### src/design/dpram_cfg.svh
// Configuration macros for the dual-port RAM: data width, word address width, latency, buffer depth
`ifndef DPRAM_CFG_SVH
`define DPRAM_CFG_SVH

// Data word width in bits
`define DPRAM_DATA_W 32

// Word address width, 512 words
`define DPRAM_ADDR_W 9

// Extra output pipeline stages after the array read register
`define DPRAM_LATENCY 3

// Response buffer entries per port, also the credit limit of each front
`define DPRAM_RSP_DEPTH 8

`endif

### src/design/axil_pkg.sv
// AXI4-Lite channel payload structs and response code
`include "dpram_cfg.svh"

package axil_pkg;

    // Response code, only OKAY is produced by this design
    typedef enum logic [1:0] {
        AXIL_OKAY   = 2'b00,
        AXIL_EXOKAY = 2'b01,
        AXIL_SLVERR = 2'b10,
        AXIL_DECERR = 2'b11
    } axil_resp_e;

    // Write address channel, byte address
    typedef struct packed {
        logic [31:0] addr;
    } axil_aw_t;

    // Write data channel
    typedef struct packed {
        logic [`DPRAM_DATA_W-1:0]   data;
        logic [`DPRAM_DATA_W/8-1:0] strb;
    } axil_w_t;

    // Read address channel, byte address
    typedef struct packed {
        logic [31:0] addr;
    } axil_ar_t;

    // Write response channel
    typedef struct packed {
        axil_resp_e resp;
    } axil_b_t;

    // Read data channel
    typedef struct packed {
        logic [`DPRAM_DATA_W-1:0] data;
        axil_resp_e               resp;
    } axil_r_t;

endpackage

### src/design/dpram_pkg.sv
// Memory request and memory result structs of the RAM path
`include "dpram_cfg.svh"

package dpram_pkg;

    // One request from a front into the RAM
    typedef struct packed {
        logic                       valid;
        logic                       is_write;
        logic [`DPRAM_ADDR_W-1:0]   addr;
        logic [`DPRAM_DATA_W-1:0]   data;
        logic [`DPRAM_DATA_W/8-1:0] strb;
    } mem_req_t;

    // One result from the RAM, writes come back with is_write set
    typedef struct packed {
        logic                     is_write;
        logic [`DPRAM_DATA_W-1:0] data;
    } mem_rsp_t;

endpackage

### src/design/axil_resp_buffer.sv
// Response FIFO that returns memory results as AXI4-Lite B or R beats and frees credits
`timescale 1ns/1ps
`include "dpram_cfg.svh"

module axil_resp_buffer (
    input  logic                clk,
    input  logic                arst_n,
    input  logic                rsp_valid,
    input  dpram_pkg::mem_rsp_t rsp,
    output logic                b_valid,
    input  logic                b_ready,
    output axil_pkg::axil_b_t   b,
    output logic                r_valid,
    input  logic                r_ready,
    output axil_pkg::axil_r_t   r,
    output logic                slot_free
);

    localparam int DEPTH = `DPRAM_RSP_DEPTH;
    localparam int PTR_W = $clog2(DEPTH);
    localparam int CNT_W = $clog2(DEPTH + 1);

    dpram_pkg::mem_rsp_t fifo_q [DEPTH];
    dpram_pkg::mem_rsp_t head;
    logic [PTR_W-1:0]    wr_ptr_q;
    logic [PTR_W-1:0]    rd_ptr_q;
    logic [CNT_W-1:0]    count_q;
    logic                not_empty;
    logic                pop;

    function automatic logic [PTR_W-1:0] next_ptr(input logic [PTR_W-1:0] ptr);
        return (ptr == PTR_W'(DEPTH - 1)) ? '0 : ptr + 1'b1;
    endfunction

    assign head      = fifo_q[rd_ptr_q];
    assign not_empty = (count_q != '0);

    // Head goes to B for a write result and to R for a read result
    assign b_valid = not_empty & head.is_write;
    assign r_valid = not_empty & ~head.is_write;
    assign b.resp  = axil_pkg::AXIL_OKAY;
    assign r.data  = head.data;
    assign r.resp  = axil_pkg::AXIL_OKAY;

    assign pop       = (b_valid & b_ready) | (r_valid & r_ready);
    assign slot_free = pop;

    // Pointers and fill level, the credit scheme keeps pushes away from a full FIFO
    always_ff @(posedge clk or negedge arst_n) begin
        if (!arst_n) begin
            wr_ptr_q <= '0;
            rd_ptr_q <= '0;
            count_q  <= '0;
        end else begin
            if (rsp_valid) wr_ptr_q <= next_ptr(wr_ptr_q);
            if (pop)       rd_ptr_q <= next_ptr(rd_ptr_q);
            case ({rsp_valid, pop})
                2'b10:   count_q <= count_q + 1'b1;
                2'b01:   count_q <= count_q - 1'b1;
                default: count_q <= count_q;
            endcase
        end
    end

    always_ff @(posedge clk) begin
        if (rsp_valid) begin
            fifo_q[wr_ptr_q] <= rsp;
        end
    end

endmodule

### config.mk
export PLATFORM = sky130hd
export DESIGN_NAME = axil_resp_buffer
export DESIGN_NICKNAME = d
export VERILOG_FILES = /design/src/design/axil_pkg.sv /design/src/design/dpram_pkg.sv /design/src/design/axil_resp_buffer.sv
export VERILOG_INCLUDE_DIRS = /design/src /design/src/design
export SDC_FILE = /design/constraint.sdc
export NUM_CORES = 1
export LEC_CHECK = 0
export BUFFER_PORTS_ARGS = -buffer_cell sky130_fd_sc_hd__buf_2
export CORE_ASPECT_RATIO = 1.4
export CORE_MARGIN = 5
export CORE_UTILIZATION = 35
export CTS_CLUSTER_DIAMETER = 150
export DETAILED_ROUTE_END_ITERATION = 8
export GPL_ROUTABILITY_DRIVEN = 0
export HOLD_SLACK_MARGIN = 0.08
export RECOVER_POWER = 25
export SYNTH_ARGS = -nofsm -noshare
export SYNTH_HDL_FRONTEND = slang
export SYNTH_SLANG_ARGS = --single-unit
### constraint.sdc
create_clock -name clk -period 5.5 [get_ports clk]
set_clock_uncertainty 0.15 [all_clocks]
set_input_delay 0.825 -clock clk [delete_from_list [all_inputs] [get_ports clk]]
set_output_delay 0.825 -clock clk [all_outputs]
set_load 0.02 [all_outputs]
==> impl_metrics.ini <==
[status]
status = completed

[drt]
wl_per_cell_microns = 22.0
drc_errors = 0
initialDrtViolationCount = 150
drtPass1Iterations = 4
antenna_left = 0
routed_via_density = 4.92
routed_wl_mm = 20.8
vias = 4646

[job]
maxCapViolations = 0

[sta]
fin_crit_sh_pct = 75.5
hold_viol = 0
fmax_mhz = 241
finalSetupTns_ps = 0
period_minus_slack_ps = 4150
relSlewSlack_pct = 22.4
worst_slack_ps = 1350
setup_violations = 0
rsz0062_at_grt = no
tightest_slew_ps = 1160
slew_violations = 0

[power_and_ir_drop]
ir_drop_mv = 0.291
p_leak_nw = 3.98
power_density_nw_per_um2 = 545

[cts]
cts_resized = 0
postCtsSetupBuffers = 0
cts_buffers = 26
clock-root-buffer = clkbuf_16
cts.sink_count = 274
clockBufferDepth = 3
worstSkewPairLatency_ps = 510
cts_max_level = 1
tritoncts = done
clk_pin_slew_ps = 60

[floorplanning]
num_io_pins = 77
initial_core_util_pct = 35.4
chipHeight_microns = 215
core_area_sq_um = 29800
die_w_microns = 157
die_area_sq_um = 33800
rows = 75

[synthesis]
synth_area_per_cell_sq_um = 23.6
yosysSeqAreaShare_pct = 77.5
syn-instance-count = 448
synth_top_family_by_area = multiplexers
synth-compound-area-share_pct = 0.249
synth_mux_area_share_pct = 18.4
yosysWarnings = 0
yosys.area_share.simple_pct = 1.02
yosysUniqueCellTypes = 29
synth-seq-cells = 274
synth_xor_area_share_pct = 0.332
syn-cell-area_sq_um = 10600
synth_fa_ha_area_share_pct = 1.02

[hold_path]
hold_depth = 1
hold_class = flip-flop to flip-flop
hp-start = count_q[3]
worstHoldEndpoint = count_q[3]

[global_routing]
grt_util_all_layers_pct = 12.4
grt_pass1_wl_mm = 31.9
grt_pass1_vias = 5311
grt_max_degree = 68
antenna_found_initial = 2
globalRouteOverflowTotal = 0

[worst_setup_path]
crit_path_max_fanout = 48
critPathCaptureType = output pin
worstRegToRegCells = 10
cp.required_ps = 4530
r2r-end = count_q[3]
rrSetupSlack_ps = 1940
arrival_ps = 3170
r2r_start = rd_ptr_q[0]
worst_setup_path_start_kind = flip-flop
critical_path_class = flip-flop to output pin

[final_layout]
synthToLayoutAreaGrowth_pct = 16.0
final_util_pct = 41.0
final_cell_count_no_fill = 944
ff_latch_area_sq_um = 8190
final_area_sq_um = 12200
fin_nets = 586
multi_input_area_sq_um = 2290
drive_gt1_share_pct = 38.2
num-fill-cells = 2657

[placement]
io_buffers = 72
place_inst = 896
hpwl_mm = 12.4
place_area_sq_um = 11400
place_ws_ps = 1740
[timing repair]
item | 4_1_cts | 5_1_grt
hold buffers | 1 | 0
endpoints found under the setup margin | 0 | 0
endpoints found under the hold margin | 10 | 0
[critical path, cell delays in order, from the launching register on]
cell and delay [ps]:
dfrtp_4 1050, buf_4 580, mux4_2 570, mux2_2 280
buf_2 160
[cells in the final DEF, fill, tap and decap left out, drive strengths merged]
| cell type | synthesis | routed |
|---|---|---|
| clkinvlp | 0 | 1 |
| nor3 | 2 | 2 |
| inv | 4 | 4 |
| a21oi | 1 | 1 |
| mux2i | 5 | 5 |
| nand2 | 4 | 4 |
| clkbuf | 4 | 55 |
| buf | 19 | 61 |
| clkinv | 0 | 10 |
| mux4 | 65 | 65 |
| conb | 1 | 4 |
| or4 | 1 | 1 |
| dlygate4sd3 | 0 | 1 |
| o21ai | 2 | 2 |
| nand2b | 3 | 3 |
| ha | 7 | 7 |
| nor2b | 1 | 1 |
| edfxtp | 264 | 264 |
| fa | 1 | 1 |
| a21o | 1 | 1 |
| xnor2 | 2 | 2 |
| dfrtp | 10 | 10 |
| and2 | 1 | 1 |
| diode | 0 | 1 |
| xor2 | 2 | 2 |
| nand3 | 1 | 1 |
| nor2 | 9 | 9 |
| bufinv | 0 | 2 |
| mux2 | 38 | 38 |
[flip-flops by register name, summed over array words and instances, names as in the netlist]
name      flops
fifo_q      264
count_q       4
rd_ptr_q      3
wr_ptr_q      3
[metal layers]
layer,routed length (microns),vias up,track usage [%]
met4,315,2,2.95
met3,944,25,2.34
li1,-,2048,-
met5,13,-,0
met1,8340,2484,15.0
met2,11200,87,22.7
[layout make-up]
cell class              instances  share of cell area [%]
flip-flops and latches        274                    66.9
multi-input cells             150                    18.7
clock buffers                  33                    5.95
well taps                     385                    3.94
repair buffers                 84                    3.48
clock inverters                13                   0.920
inverters                       4                   0.123
diodes                          1                  0.0204
[how the worst max path moves through the flow]
stage	start	endpoint	slack [ps]	cells past startpoint
2_1_floorplan	rsp_valid	fifo_q[0][0]	1690	2
3_5_place_dp	rd_ptr_q[0]	r[20]	1740	4
4_1_cts	rd_ptr_q[0]	r[20]	1180	4
3_3_place_gp	rd_ptr_q[0]	r[20]	1810	4
6_report	rd_ptr_q[0]	r[16]	1350	4
5_1_grt	rd_ptr_q[0]	r[24]	1070	4
[synth_stat cells, drive strengths merged]
cell | n | area share (%)
nor3 | 2 | 0.095
xor2 | 2 | 0.17
ha | 7 | 0.83
nand3 | 1 | 0.095
inv | 4 | 0.14
nor2 | 9 | 0.32
and2 | 1 | 0.059
fa | 1 | 0.19
edfxtp | 264 | 75
xnor2 | 2 | 0.17
mux2 | 38 | 4.1
nor2b | 1 | 0.059
dfrtp | 10 | 2.4
clkbuf | 4 | 0.14
buf | 19 | 1.2
mux4 | 65 | 14
nand2 | 4 | 0.14
mux2i | 5 | 0.47
conb | 1 | 0.036
a21o | 1 | 0.071
a21oi | 1 | 0.047
o21ai | 2 | 0.13
or4 | 1 | 0.071
nand2b | 3 | 0.18
[kinds of logic (layout without fill, tap and decap cells)]
logic type / Yosys count / after routing
fa+ha+maj: 8 / 8
buf+inv: 27 / 134
mux: 108 / 108
xor+xnor: 4 / 4
compound gates: 4 / 4
simple gates: 22 / 22
flops: 274 / 274
other cells: 1 / 5
[through the flow]
step | hold WS, ps | total power [mW]
5_1_grt | 324 | 7.02
4_1_cts | 317 | 6.81
6_report | 320 | 6.67
2_1_floorplan | 285 | 4.39
3_5_place_dp | 303 | 5.06
3_3_place_gp | 309 | 5.00
[power by group]
part | internal, mW | leakage, nW | switching (mW)
Clock | 1.02 | 0.416 | 0.717
Combinational | 0.966 | 1.05 | 1.03
Sequential | 2.63 | 2.51 | 0.297
Total | 4.62 | 3.98 | 2.05
Note: power is estimated with default switching activity, not from simulation.
