<file path="config.mk">
export PLATFORM = sky130hd
export DESIGN_NAME = axil_req_front
export DESIGN_NICKNAME = d
export VERILOG_FILES = /design/src/design/axil_pkg.sv /design/src/design/dpram_pkg.sv /design/src/design/axil_req_front.sv
export VERILOG_INCLUDE_DIRS = /design/src /design/src/design
export SDC_FILE = /design/constraint.sdc
export NUM_CORES = 1
export LEC_CHECK = 0
export ABC_CLOCK_PERIOD_IN_PS = 6090
export CELL_PAD_IN_SITES_DETAIL_PLACEMENT = 2
export CELL_PAD_IN_SITES_GLOBAL_PLACEMENT = 2
export CORE_MARGIN = 2
export CORE_UTILIZATION = 35
export DETAILED_ROUTE_END_ITERATION = 6
export DONT_BUFFER_PORTS = 1
export PLACE_DENSITY = 0.7
export SKIP_LAST_GASP = 1
export SYNTH_ARGS = -nofsm -noshare
export SYNTH_HDL_FRONTEND = slang
export SYNTH_SLANG_ARGS = --single-unit
export TNS_END_PERCENT = 30
</file>
<file path="constraint.sdc">
create_clock -name clk -period 6.09 [get_ports clk]
set_input_delay 1.827 -clock clk [delete_from_list [all_inputs] [get_ports clk]]
set_output_delay 1.827 -clock clk [all_outputs]
set_load 0.01 [all_outputs]
</file>
<file path="src/design/dpram_cfg.svh">
// Configuration macros for the dual-port RAM: data width, word address width, latency, buffer depth
`ifndef DPRAM_CFG_SVH
`define DPRAM_CFG_SVH

// Data word width in bits
`define DPRAM_DATA_W 32

// Word address width, 512 words
`define DPRAM_ADDR_W 9

// Extra output pipeline stages after the array read register
`define DPRAM_LATENCY 3

// Response buffer entries per port, also the credit limit of each front
`define DPRAM_RSP_DEPTH 8

`endif

</file>
<file path="src/design/axil_pkg.sv">
// AXI4-Lite channel payload structs and response code
`include "dpram_cfg.svh"

package axil_pkg;

    // Response code, only OKAY is produced by this design
    typedef enum logic [1:0] {
        AXIL_OKAY   = 2'b00,
        AXIL_EXOKAY = 2'b01,
        AXIL_SLVERR = 2'b10,
        AXIL_DECERR = 2'b11
    } axil_resp_e;

    // Write address channel, byte address
    typedef struct packed {
        logic [31:0] addr;
    } axil_aw_t;

    // Write data channel
    typedef struct packed {
        logic [`DPRAM_DATA_W-1:0]   data;
        logic [`DPRAM_DATA_W/8-1:0] strb;
    } axil_w_t;

    // Read address channel, byte address
    typedef struct packed {
        logic [31:0] addr;
    } axil_ar_t;

    // Write response channel
    typedef struct packed {
        axil_resp_e resp;
    } axil_b_t;

    // Read data channel
    typedef struct packed {
        logic [`DPRAM_DATA_W-1:0] data;
        axil_resp_e               resp;
    } axil_r_t;

endpackage

</file>
<file path="src/design/dpram_pkg.sv">
// Memory request and memory result structs of the RAM path
`include "dpram_cfg.svh"

package dpram_pkg;

    // One request from a front into the RAM
    typedef struct packed {
        logic                       valid;
        logic                       is_write;
        logic [`DPRAM_ADDR_W-1:0]   addr;
        logic [`DPRAM_DATA_W-1:0]   data;
        logic [`DPRAM_DATA_W/8-1:0] strb;
    } mem_req_t;

    // One result from the RAM, writes come back with is_write set
    typedef struct packed {
        logic                     is_write;
        logic [`DPRAM_DATA_W-1:0] data;
    } mem_rsp_t;

endpackage

</file>
<file path="src/design/axil_req_front.sv">
// AXI4-Lite slave request front: write/read arbitration, credit counter and memory request register
`timescale 1ns/1ps
`include "dpram_cfg.svh"

module axil_req_front (
    input  logic                clk,
    input  logic                arst_n,
    input  logic                aw_valid,
    output logic                aw_ready,
    input  axil_pkg::axil_aw_t  aw,
    input  logic                w_valid,
    output logic                w_ready,
    input  axil_pkg::axil_w_t   w,
    input  logic                ar_valid,
    output logic                ar_ready,
    input  axil_pkg::axil_ar_t  ar,
    input  logic                slot_free,
    output dpram_pkg::mem_req_t req
);

    localparam int CNT_W = $clog2(`DPRAM_RSP_DEPTH + 1);

    logic                       prefer_wr_q;
    logic [CNT_W-1:0]           outstanding;
    logic                       credit;
    logic                       wr_pend;
    logic                       rd_pend;
    logic                       wr_fire;
    logic                       rd_fire;
    logic                       req_valid_q;
    logic                       req_write_q;
    logic [`DPRAM_ADDR_W-1:0]   req_addr_q;
    logic [`DPRAM_DATA_W-1:0]   req_data_q;
    logic [`DPRAM_DATA_W/8-1:0] req_strb_q;

    assign credit  = (outstanding < CNT_W'(`DPRAM_RSP_DEPTH));
    assign wr_pend = aw_valid & w_valid;
    assign rd_pend = ar_valid;

    // A write needs both aw and w, so neither is taken alone
    assign aw_ready = credit & (prefer_wr_q | ~rd_pend) & (w_valid | ~aw_valid);
    assign w_ready  = credit & (prefer_wr_q | ~rd_pend) & (aw_valid | ~w_valid);
    assign ar_ready = credit & (~prefer_wr_q | ~wr_pend);

    assign wr_fire = wr_pend & aw_ready;
    assign rd_fire = rd_pend & ar_ready;

    // Alternation state and outstanding count
    always_ff @(posedge clk or negedge arst_n) begin
        if (!arst_n) begin
            prefer_wr_q <= 1'b1;
            outstanding <= '0;
            req_valid_q <= 1'b0;
        end else begin
            if (wr_fire) begin
                prefer_wr_q <= 1'b0;
            end else if (rd_fire) begin
                prefer_wr_q <= 1'b1;
            end
            case ({wr_fire | rd_fire, slot_free})
                2'b10:   outstanding <= outstanding + 1'b1;
                2'b01:   outstanding <= outstanding - 1'b1;
                default: outstanding <= outstanding;
            endcase
            req_valid_q <= wr_fire | rd_fire;
        end
    end

    // Request payload
    always_ff @(posedge clk) begin
        if (wr_fire) begin
            req_write_q <= 1'b1;
            req_addr_q  <= aw.addr[`DPRAM_ADDR_W+1:2];
            req_data_q  <= w.data;
            req_strb_q  <= w.strb;
        end else if (rd_fire) begin
            req_write_q <= 1'b0;
            req_addr_q  <= ar.addr[`DPRAM_ADDR_W+1:2];
        end
    end

    always_comb begin
        req.valid    = req_valid_q;
        req.is_write = req_write_q;
        req.addr     = req_addr_q;
        req.data     = req_data_q;
        req.strb     = req_strb_q;
    end

endmodule

</file>
==> impl_summary.md <==
GRT
The number of antenna violations at the first check in global routing was 0. Global routing finished with a remaining overflow of 0. The number of global-route vias before repair is 976. The overall fraction of global-route tracks in use is 12.5%. The first global-routing pass estimated 5620 um of wire. Entering global routing, the biggest net connects 48 pins.

Detailed routing
The first-pass iteration count of the detailed router is 4. In the final routed layout, each cell accounts on average for approximately 22 um. The final layout contains routed wiring with a total length of between 4000 and 5000 um. The via density per instance is 5.06. The remaining routing DRC violations is 0. The detailed router's first-iteration violation count is 22. The detail route stage leaves a number of antenna-violating nets equal to 0. For this block, the via count after detailed routing is 921.

Logic synthesis
The net count after synthesis is 214. Of all cell types, the one taking the most synthesized area is edfxtp_1. For this run, the register share of the synthesized area comes to 77.3%.

The synthesized netlist contains 29 unique library cells. In the post-synthesis netlist, the biggest area contributors are edfxtp_1, dfrtp_1, mux2_4, mux2_2, ha_1. The post-synthesis instance area is 1970 um2. The flop and latch count out of synthesis is 52. In this run the biggest area consumer among cell types represents 68.6% of the synthesized area. During synthesis, Yosys emitted a total of 0 warnings.

Synthesis handed over a netlist of 104 instances. Each instance of the synthesized netlist takes up on average 18.9 um2.

Layout
The area of all placed cells without fillers is 2130 um2. In the final design database the tool counted 219 nets. Of the cells placed in the final design, the portion with a size suffix greater than 1 is a little over a fifth. The most common cell after layout, fill and taps aside is edfxtp_1. From synthesis to final layout, the design area changed by 8.00%. In the layout the commonest cells are edfxtp_1, inv_1, mux2_4, a21oi_1. The number of diodes is 0.

Die
In this run the count of I/O pins placed on the die edge is 156. The floorplan die width is approximately 79 um. In this run the core area contains 27 standard-cell rows. For this configuration, the core starts out at a cell density of between 30% and 40%. The floorplan step defined a die boundary enclosing 6250 um2. The die outline height is roughly 79 um. The floorplan core area is 5470 um2.

STA
The count of endpoints failing hold in the final timing report is 0. Setup violations remaining at the end of the flow were counted as 0. The clock arrives with 5.12 ps of skew.

The highest achievable clock rate is around 0.25 GHz. At the pin with the least slew margin, the transition time is around 610 ps. Setup repair after global routing left no endpoint under its margin. The hold slack is 508 ps. Dividing the final minimum period by the clock period gives 67.0%. The clock period minus final worst setup slack is 4080 ps. The final-report max-slew violation count was 0.

The relative slew slack is between 50% and 60%. Setup slack closes at approximately 2000 ps. The setup TNS is 0 ps.

Critical path
The signal on the critical path passes through a21o_1, a21oi_1. The slowest stage cell on the critical path is a21oi_1. The count of buffer and inverter cells on the critical path is 0. The worst setup path is captured at an output pin. The category of the worst setup path launch point is a primary input. The maximum fanout encountered on the critical timing path is 4. For the worst setup path, the data arrival time is between 2000 and 2500 ps. The required time at the endpoint of the critical path is roughly 4300 ps. For this run, the slowest stage of the critical path takes 240 ps. The kind of cell with the highest combined delay along the critical path is compound AO/OA/AOI/OAI gates. The category of the most critical setup path is in2out.

Clock network
The clock latency reported for the late side of the worst-skew pair is 300 ps. Clock-pin slew was measured on the worst setup and hold paths at 90 ps. The post-cts resize count is 0. The clock tree root buffer cell is clkbuf_8.

The number of H-tree levels is 2. TritonCTS created 5 clock buffers. Post-CTS timing repair inserted 0 buffers for setup. The deepest clock path buffer count is 2. TritonCTS built the clock tree. In this run, post-CTS hold repair placed 0 buffers. The clock drives 52 sinks.

Power and ir drop
In this run the static leakage power is 0.000726 uW. In this run the power density over the cells is 421 nW/um2. Power comes to 895 uW. Across the VDD grid, the largest voltage drop is 179 uV.

Flow run
The max-cap check violation count is 0.

Placed design
The HPWL reported at the end of detailed placement is 3130 um. The setup slack at placement is 2000 ps. At the end of routability-driven placement, the weighted congestion stood at 0.685. After detailed placement, the total cell area comes to between 2000 and 2500 um2. The count of buffers added on input and output ports is 0.

Run status
The flow ran to the end, and the final reports show no timing, DRC or antenna violations.

Worst hold path
The class of the tightest hold or removal check is reg2reg.
stage by stage:
stage | util [%] | cells
3_3_place_gp | 37.3 | 174
5_1_grt | 38.9 | 182
3_5_place_dp | 37.3 | 174
4_1_cts | 38.9 | 182
2_1_floorplan | - | 104
6_report | 38.9 | 182
cells by family after synthesis:
group,Yosys count,share of synthesized area [%]
multiplexers,11,7.37
buffers and inverters,11,3.11
adder cells (fa/ha/maj),4,2.92
XOR/XNOR,2,0.889
flip-flops,52,77.3
AND/OR/NAND/NOR,9,2.86
AO/OA/AOI/OAI,15,5.59
report_power, final:
part           total (uW)  switching, uW  internal, uW
combinational         181            106          75.2
clock                 187            108          79.4
sequential            527           58.4           469
cell type report:
| cell class | count | area [um2] |
|---|---|---|
| Multi-Input combinational cell | 41 | 387 |
| Fill cell | 559 | 3340 |
| Tap cell | 72 | 90.1 |
| Inverter | 7 | 26.3 |
| Clock buffer | 5 | 68.8 |
| Clock inverter | 3 | 18.8 |
| Timing Repair Buffer | 2 | 15.0 |
| Sequential cell | 52 | 1520 |
cells in the mapped netlist:
cell,n
ha_1,3
buf_2,1
mux2_4,6
fa_1,1
a21o_1,1
buf_4,2
a211oi_4,1
o311ai_0,1
nor3b_1,3
a2111o_1,1
mux2_2,4
o211ai_1,1
buf_8,1
edfxtp_1,45
a21oi_1,6
a31oi_1,1
or4b_1,1
nand2_2,1
nand2_1,2
dfxtp_1,1
a21o_2,1
xnor2_1,1
inv_1,7
nand3_1,2
o21ai_0,2
dfrtp_1,5
dfstp_2,1
xor2_1,1
mux2i_1,1
metal layers:
metal | routed length [um] | track usage [%]
met1 | 1310 | 11.7
met2 | 2190 | 22.6
met3 | 438 | 6.59
met4 | 58 | 5.17
met5 | 0 | 0
path summary, 6_finish.rpt:
kind	start	end	slack, ps	cells after the start
setup / recovery	ar_valid	w_ready	2010	2
hold / removal	outstanding[2]	outstanding[2]	510	2
hold reg to reg	outstanding[2]	outstanding[2]	510	2
max in group asynchronous	arst_n	prefer_wr_q	4710	0
min in group asynchronous	arst_n	outstanding[2]	1210	0
setup reg to reg	outstanding[3]	outstanding[3]	3550	7
sequential cells by signal, summed over array words and instances (netlist names):
signal       count
req_data_q      32
prefer_wr_q      1
req_strb_q       4
req_valid_q      1
req_write_q      1
outstanding      4
req_addr_q       9
(Power assumes the default switching activity.)
